--- src/common/cpu_defines.svh ---
`ifndef CPU_DEFINES_SVH
`define CPU_DEFINES_SVH

// First instruction fetched once reset is released.
`define CPU_RESET_PC 32'h1c000000

// Architectural integer registers.
`define CPU_REG_NUM 32

// Byte-address width of the instruction memory behind the fetch port.
`define CPU_IMEM_AW 12

`endif
--- src/common/cpu_isa_pkg.sv ---
package cpu_isa_pkg;

    typedef logic [31:0] u32_t;
    typedef logic [4:0] reg_idx_t;
    typedef logic [31:0] inst_t;

    // Three-register ops, matched on inst[31:15].
    localparam logic [16:0] OP_ADD_W = 17'h00020;
    localparam logic [16:0] OP_SUB_W = 17'h00022;
    localparam logic [16:0] OP_AND = 17'h00029;
    localparam logic [16:0] OP_OR = 17'h0002a;
    localparam logic [16:0] OP_XOR = 17'h0002b;

    localparam logic [9:0] OP_ADDI_W = 10'h00a;   // inst[31:22].
    localparam logic [6:0] OP_LU12I_W = 7'h0a;    // inst[31:25].

    // Branches, matched on inst[31:26].
    localparam logic [5:0] OP_B = 6'h14;
    localparam logic [5:0] OP_BEQ = 6'h16;
    localparam logic [5:0] OP_BNE = 6'h17;

    typedef enum logic [2:0] {
        ALU_ADD,
        ALU_SUB,
        ALU_AND,
        ALU_OR,
        ALU_XOR,
        ALU_IMM     // Result is the immediate itself.
    } alu_op_t;

endpackage

--- src/common/cpu_pipe_pkg.sv ---
package cpu_pipe_pkg;

    typedef enum logic [1:0] {
        BR_NONE,
        BR_EQ,
        BR_NE,
        BR_ALWAYS
    } br_kind_t;

    typedef struct packed {
        logic valid;
        cpu_isa_pkg::u32_t pc;
        cpu_isa_pkg::inst_t inst;
    } fetch_decode_pass_t;

    typedef struct packed {
        logic valid;
        cpu_isa_pkg::u32_t pc;
        cpu_isa_pkg::alu_op_t alu_op;
        cpu_isa_pkg::reg_idx_t rj;
        cpu_isa_pkg::u32_t rj_data;
        cpu_isa_pkg::reg_idx_t rk;
        cpu_isa_pkg::u32_t rk_data;
        cpu_isa_pkg::u32_t imm;
        logic use_imm;              // Immediate replaces the rk operand.
        cpu_isa_pkg::reg_idx_t rd;
        logic we;
        br_kind_t br_kind;
        cpu_isa_pkg::u32_t br_target;
    } decode_execute_pass_t;

    typedef struct packed {
        logic valid;
        cpu_isa_pkg::u32_t pc;
        cpu_isa_pkg::reg_idx_t rd;
        logic we;
        cpu_isa_pkg::u32_t result;
    } execute_writeback_pass_t;

    typedef struct packed {
        logic valid;
        cpu_isa_pkg::u32_t pc;
    } wr_pc_req_t;

    typedef struct packed {
        logic valid;
        cpu_isa_pkg::reg_idx_t rd;
        cpu_isa_pkg::u32_t data;
    } forward_req_t;

endpackage

--- src/source/cpu_top.sv ---
`timescale 1ns/1ns

module cpu_top (
    input logic clk,
    input logic rst_n,

    output logic icache_req,
    output cpu_isa_pkg::u32_t icache_pa,
    input logic icache_busy,
    input logic icache_data_valid,
    input cpu_isa_pkg::inst_t icache_data,

    output cpu_isa_pkg::u32_t debug_wb_pc,
    output logic [3:0] debug_wb_rf_wen,
    output cpu_isa_pkg::reg_idx_t debug_wb_rf_wnum,
    output cpu_isa_pkg::u32_t debug_wb_rf_wdata
);
    import cpu_isa_pkg::*;
    import cpu_pipe_pkg::*;

    fetch_decode_pass_t pass_if;
    decode_execute_pass_t pass_id;
    execute_writeback_pass_t pass_ex;

    wr_pc_req_t ex_wr_pc_req;
    forward_req_t wb_fwd;
    logic flush_front;

    reg_idx_t rj, rk, rd;
    u32_t rj_data, rk_data, rd_data;
    logic reg_we;

    assign flush_front = ex_wr_pc_req.valid;     // Taken branch kills fetch and decode.

    reg_file u_reg_file (
        .clk, .rst_n,
        .rj, .rk,
        .rj_data, .rk_data,
        .we(reg_we),
        .rd,
        .rd_data
    );

    fetch u_fetch (
        .clk, .rst_n,
        .icache_req, .icache_pa, .icache_busy,
        .icache_data_valid, .icache_data,
        .wr_pc_req(ex_wr_pc_req),
        .flush(flush_front),
        .pass_out(pass_if)
    );

    decode u_decode (
        .clk, .rst_n,
        .flush(flush_front),
        .pass_in(pass_if),
        .rj, .rk,
        .rj_data, .rk_data,
        .pass_out(pass_id)
    );

    execute u_execute (
        .clk, .rst_n,
        .pass_in(pass_id),
        .fwd(wb_fwd),
        .wr_pc_req(ex_wr_pc_req),
        .pass_out(pass_ex)
    );

    writeback u_writeback (
        .clk, .rst_n,
        .pass_in(pass_ex),
        .reg_we,
        .reg_idx(rd),
        .reg_data(rd_data),
        .fwd(wb_fwd),
        .debug_wb_pc, .debug_wb_rf_wdata,
        .debug_wb_rf_wen, .debug_wb_rf_wnum
    );

endmodule

--- src/source/writeback.sv ---
`timescale 1ns/1ns

module writeback (
    input logic clk,
    input logic rst_n,
    input cpu_pipe_pkg::execute_writeback_pass_t pass_in,
    output logic reg_we,
    output cpu_isa_pkg::reg_idx_t reg_idx,
    output cpu_isa_pkg::u32_t reg_data,
    output cpu_pipe_pkg::forward_req_t fwd,
    output cpu_isa_pkg::u32_t debug_wb_pc,
    output cpu_isa_pkg::u32_t debug_wb_rf_wdata,
    output logic [3:0] debug_wb_rf_wen,
    output cpu_isa_pkg::reg_idx_t debug_wb_rf_wnum
);
    logic wen;

    assign wen = pass_in.valid && pass_in.we && (pass_in.rd != '0);   // r0 stays zero.

    assign reg_we = wen;
    assign reg_idx = pass_in.rd;
    assign reg_data = pass_in.result;

    assign fwd.valid = wen;
    assign fwd.rd = pass_in.rd;
    assign fwd.data = pass_in.result;

    assign debug_wb_pc = pass_in.pc;
    assign debug_wb_rf_wen = {4{wen}};
    assign debug_wb_rf_wnum = pass_in.rd;
    assign debug_wb_rf_wdata = pass_in.result;

    a_wen_idx: assert property (@(posedge clk) disable iff (!rst_n)
        (debug_wb_rf_wen != 4'h0) |-> (debug_wb_rf_wnum != '0 && !$isunknown(debug_wb_rf_wdata)));

endmodule

--- src/execute/execute.sv ---
`timescale 1ns/1ns

module execute (
    input logic clk,
    input logic rst_n,
    input cpu_pipe_pkg::decode_execute_pass_t pass_in,
    input cpu_pipe_pkg::forward_req_t fwd,
    output cpu_pipe_pkg::wr_pc_req_t wr_pc_req,
    output cpu_pipe_pkg::execute_writeback_pass_t pass_out
);
    import cpu_isa_pkg::*;
    import cpu_pipe_pkg::*;

    u32_t src_a;
    u32_t src_b;
    u32_t opnd_b;
    u32_t result;
    logic taken;
    execute_writeback_pass_t ex;

    // Writeback holds the previous instruction's result.
    assign src_a = (fwd.valid && fwd.rd == pass_in.rj) ? fwd.data : pass_in.rj_data;
    assign src_b = (fwd.valid && fwd.rd == pass_in.rk) ? fwd.data : pass_in.rk_data;
    assign opnd_b = pass_in.use_imm ? pass_in.imm : src_b;

    always_comb begin
        case (pass_in.alu_op)
            ALU_ADD: result = src_a + opnd_b;
            ALU_SUB: result = src_a - opnd_b;
            ALU_AND: result = src_a & opnd_b;
            ALU_OR: result = src_a | opnd_b;
            ALU_XOR: result = src_a ^ opnd_b;
            default: result = opnd_b;
        endcase
    end

    always_comb begin
        case (pass_in.br_kind)
            BR_EQ: taken = (src_a == src_b);
            BR_NE: taken = (src_a != src_b);
            BR_ALWAYS: taken = 1'b1;
            default: taken = 1'b0;
        endcase
    end

    assign wr_pc_req.valid = pass_in.valid && taken;
    assign wr_pc_req.pc = pass_in.br_target;

    assign ex.valid = pass_in.valid;
    assign ex.pc = pass_in.pc;
    assign ex.rd = pass_in.rd;
    assign ex.we = pass_in.we;
    assign ex.result = result;

    always_ff @(posedge clk) begin
        pass_out <= ex;
        if (!rst_n) pass_out.valid <= 1'b0;
    end

    // The flush empties decode, so a redirect is followed by a bubble.
    a_redirect: assert property (@(posedge clk) disable iff (!rst_n)
        wr_pc_req.valid |-> pass_in.valid ##1 !wr_pc_req.valid);

endmodule

--- src/decode/decode.sv ---
`timescale 1ns/1ns

module decode (
    input logic clk,
    input logic rst_n,
    input logic flush,
    input cpu_pipe_pkg::fetch_decode_pass_t pass_in,
    output cpu_isa_pkg::reg_idx_t rj,
    output cpu_isa_pkg::reg_idx_t rk,
    input cpu_isa_pkg::u32_t rj_data,
    input cpu_isa_pkg::u32_t rk_data,
    output cpu_pipe_pkg::decode_execute_pass_t pass_out
);
    import cpu_isa_pkg::*;
    import cpu_pipe_pkg::*;

    inst_t inst;
    logic is_rrr;
    alu_op_t rrr_op;
    decode_execute_pass_t dec;

    assign inst = pass_in.inst;
    assign rj = inst[9:5];
    // beq and bne compare rj against the rd field.
    assign rk = (inst[31:26] == OP_BEQ || inst[31:26] == OP_BNE) ? inst[4:0] : inst[14:10];

    always_comb begin
        is_rrr = 1'b1;
        rrr_op = ALU_ADD;
        case (inst[31:15])
            OP_ADD_W: rrr_op = ALU_ADD;
            OP_SUB_W: rrr_op = ALU_SUB;
            OP_AND: rrr_op = ALU_AND;
            OP_OR: rrr_op = ALU_OR;
            OP_XOR: rrr_op = ALU_XOR;
            default: is_rrr = 1'b0;
        endcase
    end

    always_comb begin
        dec = '0;
        dec.valid = pass_in.valid && !flush;
        dec.pc = pass_in.pc;
        dec.alu_op = ALU_ADD;
        dec.rj = rj;
        dec.rj_data = rj_data;
        dec.rk = rk;
        dec.rk_data = rk_data;
        dec.rd = inst[4:0];
        dec.br_kind = BR_NONE;
        if (is_rrr) begin
            dec.alu_op = rrr_op;
            dec.we = 1'b1;
        end else if (inst[31:22] == OP_ADDI_W) begin
            dec.imm = {{20{inst[21]}}, inst[21:10]};
            dec.use_imm = 1'b1;
            dec.we = 1'b1;
        end else if (inst[31:25] == OP_LU12I_W) begin
            dec.alu_op = ALU_IMM;
            dec.imm = {inst[24:5], 12'h000};
            dec.use_imm = 1'b1;
            dec.we = 1'b1;
        end else if (inst[31:26] == OP_BEQ || inst[31:26] == OP_BNE) begin
            dec.br_kind = (inst[26]) ? BR_NE : BR_EQ;
            dec.br_target = pass_in.pc + {{14{inst[25]}}, inst[25:10], 2'b00};
        end else if (inst[31:26] == OP_B) begin
            dec.br_kind = BR_ALWAYS;
            dec.br_target = pass_in.pc + {{4{inst[9]}}, inst[9:0], inst[25:10], 2'b00};
        end
    end

    always_ff @(posedge clk) begin
        pass_out <= dec;
        if (!rst_n) pass_out.valid <= 1'b0;
    end

endmodule

--- src/fetch/fetch.sv ---
`timescale 1ns/1ns
`include "cpu_defines.svh"

module fetch (
    input logic clk,
    input logic rst_n,
    output logic icache_req,
    output cpu_isa_pkg::u32_t icache_pa,
    input logic icache_busy,
    input logic icache_data_valid,
    input cpu_isa_pkg::inst_t icache_data,
    input cpu_pipe_pkg::wr_pc_req_t wr_pc_req,
    input logic flush,
    output cpu_pipe_pkg::fetch_decode_pass_t pass_out
);
    import cpu_isa_pkg::*;

    typedef enum logic {
        FETCH_IDLE,
        FETCH_WAIT
    } fetch_state_t;

    fetch_state_t state;
    u32_t pc;
    logic discard;      // Response in flight belongs to a flushed path.
    logic req_en;
    logic accept;

    assign icache_pa = pc;
    assign icache_req = (state == FETCH_IDLE) && req_en && !icache_busy && !flush;
    assign accept = (state == FETCH_WAIT) && icache_data_valid && !discard;

    always_ff @(posedge clk) begin
        if (!rst_n) begin
            state <= FETCH_IDLE;
            pc <= `CPU_RESET_PC;
            discard <= 1'b0;
            req_en <= 1'b0;
        end else begin
            req_en <= 1'b1;     // First request one cycle after reset.
            if (wr_pc_req.valid) begin
                pc <= wr_pc_req.pc;
            end else if (accept) begin
                pc <= pc + 32'd4;
            end
            case (state)
                FETCH_IDLE: if (icache_req) state <= FETCH_WAIT;
                FETCH_WAIT: if (icache_data_valid) state <= FETCH_IDLE;
                default: state <= FETCH_IDLE;
            endcase
            if (icache_data_valid) begin
                discard <= 1'b0;
            end else if (flush && state == FETCH_WAIT) begin
                discard <= 1'b1;
            end
        end
    end

    always_ff @(posedge clk) begin
        pass_out.valid <= accept && !flush;
        pass_out.pc <= pc;
        pass_out.inst <= icache_data;
        if (!rst_n) pass_out.valid <= 1'b0;
    end

    a_req_legal: assert property (@(posedge clk) disable iff (!rst_n)
        icache_req |-> (!icache_busy && icache_pa[1:0] == 2'b00
            && (icache_pa - `CPU_RESET_PC) < (32'd1 << `CPU_IMEM_AW)));

    // One request in flight; the next may only follow its response.
    a_one_outstanding: assert property (@(posedge clk) disable iff (!rst_n)
        icache_req |=> (!icache_req until_with icache_data_valid));

endmodule

--- src/source/reg_file.sv ---
`timescale 1ns/1ns
`include "cpu_defines.svh"

module reg_file (
    input logic clk,
    input logic rst_n,
    input cpu_isa_pkg::reg_idx_t rj,
    input cpu_isa_pkg::reg_idx_t rk,
    output cpu_isa_pkg::u32_t rj_data,
    output cpu_isa_pkg::u32_t rk_data,
    input logic we,
    input cpu_isa_pkg::reg_idx_t rd,
    input cpu_isa_pkg::u32_t rd_data
);
    import cpu_isa_pkg::*;

    u32_t regs [`CPU_REG_NUM];

    always_ff @(posedge clk) begin
        if (!rst_n) begin
            regs[0] <= '0;      // Entry 0 is r0 and is never written.
        end else if (we && rd != '0) begin
            regs[rd] <= rd_data;
        end
    end

    // New data wins over the array when the same register is written.
    assign rj_data = (we && rd != '0 && rd == rj) ? rd_data : regs[rj];
    assign rk_data = (we && rd != '0 && rd == rk) ? rd_data : regs[rk];

    // r0 reads zero on both ports.
    a_r0_zero: assert property (@(posedge clk) disable iff (!rst_n)
        (rj != '0 || rj_data == '0) && (rk != '0 || rk_data == '0));

endmodule

--- config.mk ---
export PLATFORM = sky130hd
export DESIGN_NAME = cpu_top
export DESIGN_NICKNAME = d
export VERILOG_FILES = /design/src/common/cpu_isa_pkg.sv /design/src/common/cpu_pipe_pkg.sv /design/src/source/cpu_top.sv /design/src/source/writeback.sv /design/src/execute/execute.sv /design/src/decode/decode.sv /design/src/fetch/fetch.sv /design/src/source/reg_file.sv
export VERILOG_INCLUDE_DIRS = /design/src /design/src/common
export SDC_FILE = /design/constraint.sdc
export NUM_CORES = 2
export LEC_CHECK = 0
export BUFFER_PORTS_ARGS = -buffer_cell sky130_fd_sc_hd__buf_2
export CAP_MARGIN = 20
export CELL_PAD_IN_SITES_DETAIL_PLACEMENT = 1
export CELL_PAD_IN_SITES_GLOBAL_PLACEMENT = 2
export CORE_UTILIZATION = 30
export CTS_BUF_LIST = sky130_fd_sc_hd__clkbuf_4 sky130_fd_sc_hd__clkbuf_8
export DETAILED_ROUTE_END_ITERATION = 6
export PLACE_DENSITY = 0.57
export SLEW_MARGIN = 20
export SYNTH_ARGS = -nofsm -noshare
export SYNTH_HDL_FRONTEND = slang
export SYNTH_SLANG_ARGS = --single-unit
--- constraint.sdc ---
create_clock -name clk -period 9.1 [get_ports clk]
set_input_delay 0.91 -clock clk [delete_from_list [all_inputs] [get_ports clk]]
set_output_delay 0.91 -clock clk [all_outputs]
set_load 0.01 [all_outputs]
==> results_dict.tcl <==
set metrics [dict create \
    async_reset_ff_share_pct 0 \
    grt-ovfl-total 0 \
    grt_max_degree 137 \
    antenna_found_initial 18 \
    drcViolationCount 0 \
    period_share_pct 83.0 \
    critPathLaunchType "register" \
    fin_ws_ns 1.54 \
    syn_nets 6100 \
    synth_edf_count 1024 \
    worstMarginPinSlew_ns 1.18 \
    min_period_ns 7.56 \
    grtUsageMet3_pct 4.10 \
    seq_area_frac_synth_pct 55.4 \
    syn_avg_cell_area_um2 11.5 \
    grt_pass1_wl_um 396000 \
    cts_tree "built" \
    worstSetupPathType "register to primary output" \
    grtUsageTotal_pct 24.0 \
    slew_headroom_pct 21.0 \
    row_count 174 \
    grt_busiest_layer "met2" \
    drt-wirelength-per-cell_um 30.6 \
    coreArea_um2 226000 \
    drt_first_pass_iters 5 \
    peakVddDrop_v 0.000168 \
    fillCellCount 24400 \
    cts_resized 0 \
    outcome "finished, final reports clean" \
    finalSetupViolCount 0 \
    ant_nets 0 \
    nets 6171 \
    cts.sinks 1378 \
    synth.distinct_cells 90 \
    die_w_um 479 \
    die_h_um 479 \
    cts_inserted_buffers 276 \
    cts_buffer_depth 4 \
    initial_core_util_pct 30.3 \
    power.density_nw_per_um2 190 \
    yosysWarnings 0 \
    clock-skew-final_ns 0.0572 \
    crit_required_ns 8.19 \
    io_pins 142 \
    final_cell_mix "nand2_1, edfxtp_1, nand3_1" \
    place_hpwl_um 165000 \
    areaGrowthSynthToFinish_pct 13.9 \
    h-tree-depth 5 \
    setup-tns-final_ns 0 \
    critPathMaxFanout 42 \
    worstSetupEndpointType "primary output" \
    timing.fmax_mhz 132 \
    clk_pin_slew_ns 0.07 \
    rsz0062_at_grt "no" \
    dieArea_um2 229000 \
    hold_viol 0 \
    slew_viol_final 0 \
    hp-class "input pin to register" \
    drtIter0Drc 4385 \
    final_common_cell "nand2_1" \
    met2_usage_pct 37.5 \
    synth.ff_latch_count 1378 \
    cts-root-buf "clkbuf_8" \
    drive_gt1_share_pct 18.2 \
    clock_latency_ns 1.04 \
    synth_area_um2 68300 \
    p_leak_nw 29.2 \
    via_count 50900 \
    portBuffers 141 \
    cp_data_arrival_time_ns 6.65 \
    gp_congestion 0.826 \
    viasPerCell 5.56 \
    grt_pass1_vias 51600 \
    grt_use_met1_pct 33.7 \
    dpl_worst_slack_ns 2.59 \
    max_cap_violations 0 \
    wl_um 281000 \
    synthCells 5924 \
    synthFlopType "edfxtp_1" \
]
[state kept, by name, summed over array words and instances (netlist names)]
name                cells
u_decode.pass_out     183
u_execute.pass_out     71
u_fetch.discard         1
u_fetch.icache_pa      32
u_fetch.pass_out       65
u_fetch.req_en          1
u_fetch.state           1
u_reg_file.regs      1024
[cell families (layout without fill, tap and decap cells)]
| kind of cell | count (synthesis) | in the layout | synth area share (%) |
|---|---|---|---|
| and+or+nand+nor | 2349 | 2349 | 15.2 |
| other | 0 | 5 | 0 |
| buffers and inverters | 617 | 862 | 3.98 |
| DFF | 1378 | 1378 | 55.4 |
| AOI/OAI and AO/OA | 844 | 844 | 8.50 |
| adders and majority gates | 140 | 140 | 2.59 |
| muxes | 428 | 428 | 12.1 |
| xor gates and xnor gates | 168 | 168 | 2.16 |
[layout make-up]
class | count | area, um2 | share of cell area [%]
well taps | 2992 | 3740 | 4.82
clock buffers | 381 | 4720 | 6.08
inverters | 108 | 424 | 0.546
clock inverters | 71 | 593 | 0.763
diodes | 5 | 12.5 | 0.0161
repair buffers | 302 | 2270 | 2.92
flip-flops and latches | 1378 | 37900 | 48.7
multi-input cells | 3929 | 28100 | 36.1
[what timing repair did]
item                       4_1_cts  5_1_grt
setup endpoints to repair        0        0
setup buffers                    0        0
hold buffers                    33        0
hold endpoints to repair        33        0
[metrics by stage]
step / hold WS (ns) / cell area, um2 / util [%] / total power [mW] / cells
2_1_floorplan: 0.310 / 68300 / - / 7.86 / 5924
3_3_place_gp: 0.310 / 72000 / 31.9 / 8.48 / 8672
3_5_place_dp: 0.313 / 72000 / 31.9 / 8.47 / 8676
4_1_cts: 0.0946 / 77700 / 34.4 / 14.9 / 9161
5_1_grt: 0.187 / 77700 / 34.5 / 15.3 / 9163
6_report: 0.207 / 77700 / 34.5 / 14.8 / 9166
[metal layers]
metal | vias to the layer above | part of all wire [%]
met3 | 389 | 5.9
met1 | 26800 | 46
met5 | - | 0.0046
met4 | 2 | 2.9
met2 | 1605 | 45
li1 | 22100 | -
[Yosys cell counts (88+ instances only)]
| master | number | area (um2) |
|---|---|---|
| nand3_1 | 557 | 2790 |
| nand2_1 | 1224 | 4590 |
| inv_1 | 105 | 394 |
| mux2i_1 | 104 | 1040 |
| ha_1 | 138 | 1730 |
| clkbuf_1 | 346 | 1300 |
| and3_1 | 117 | 732 |
| edfxtp_1 | 1024 | 30700 |
| dfxtp_1 | 354 | 7090 |
| nor2_1 | 243 | 912 |
| a21oi_1 | 223 | 1120 |
| a311oi_1 | 164 | 1440 |
| o21ai_0 | 88 | 440 |
| mux4_2 | 320 | 7210 |
| xnor2_1 | 109 | 955 |
[power breakdown]
group	internal (mW)	leakage (nW)	switching, mW
Combinational	0.474	11.6	0.934
Sequential	6.74	14.8	0.220
Clock	3.61	2.81	2.78
Total	10.8	29.2	3.94
[critical path, cell delays in order (launching register included)]
cell and delay [ns]:
dfxtp_1 0.71, xor2_1 0.14, nor3_1 0.74, nand3_4 0.56
buf_4 0.50, mux2i_1 0.37, xor2_1 0.20, a2111o_1 0.43
nor4_1 0.21, o2111ai_1 0.43, o211ai_2 0.49, nand2_8 0.35
nor3_1 0.31, buf_2 0.17
[final timing paths]
check,start,to,slack (ns),cells past startpoint
max,u_execute.pass_out[34],icache_req,1.54,13
min,icache_busy,u_fetch.state,0.21,3
max reg2reg,u_execute.pass_out[34],u_execute.pass_out[24],2.72,19
min reg2reg,u_decode.pass_out[170],u_execute.pass_out[58],0.32,0
(Power assumes the default switching activity.)
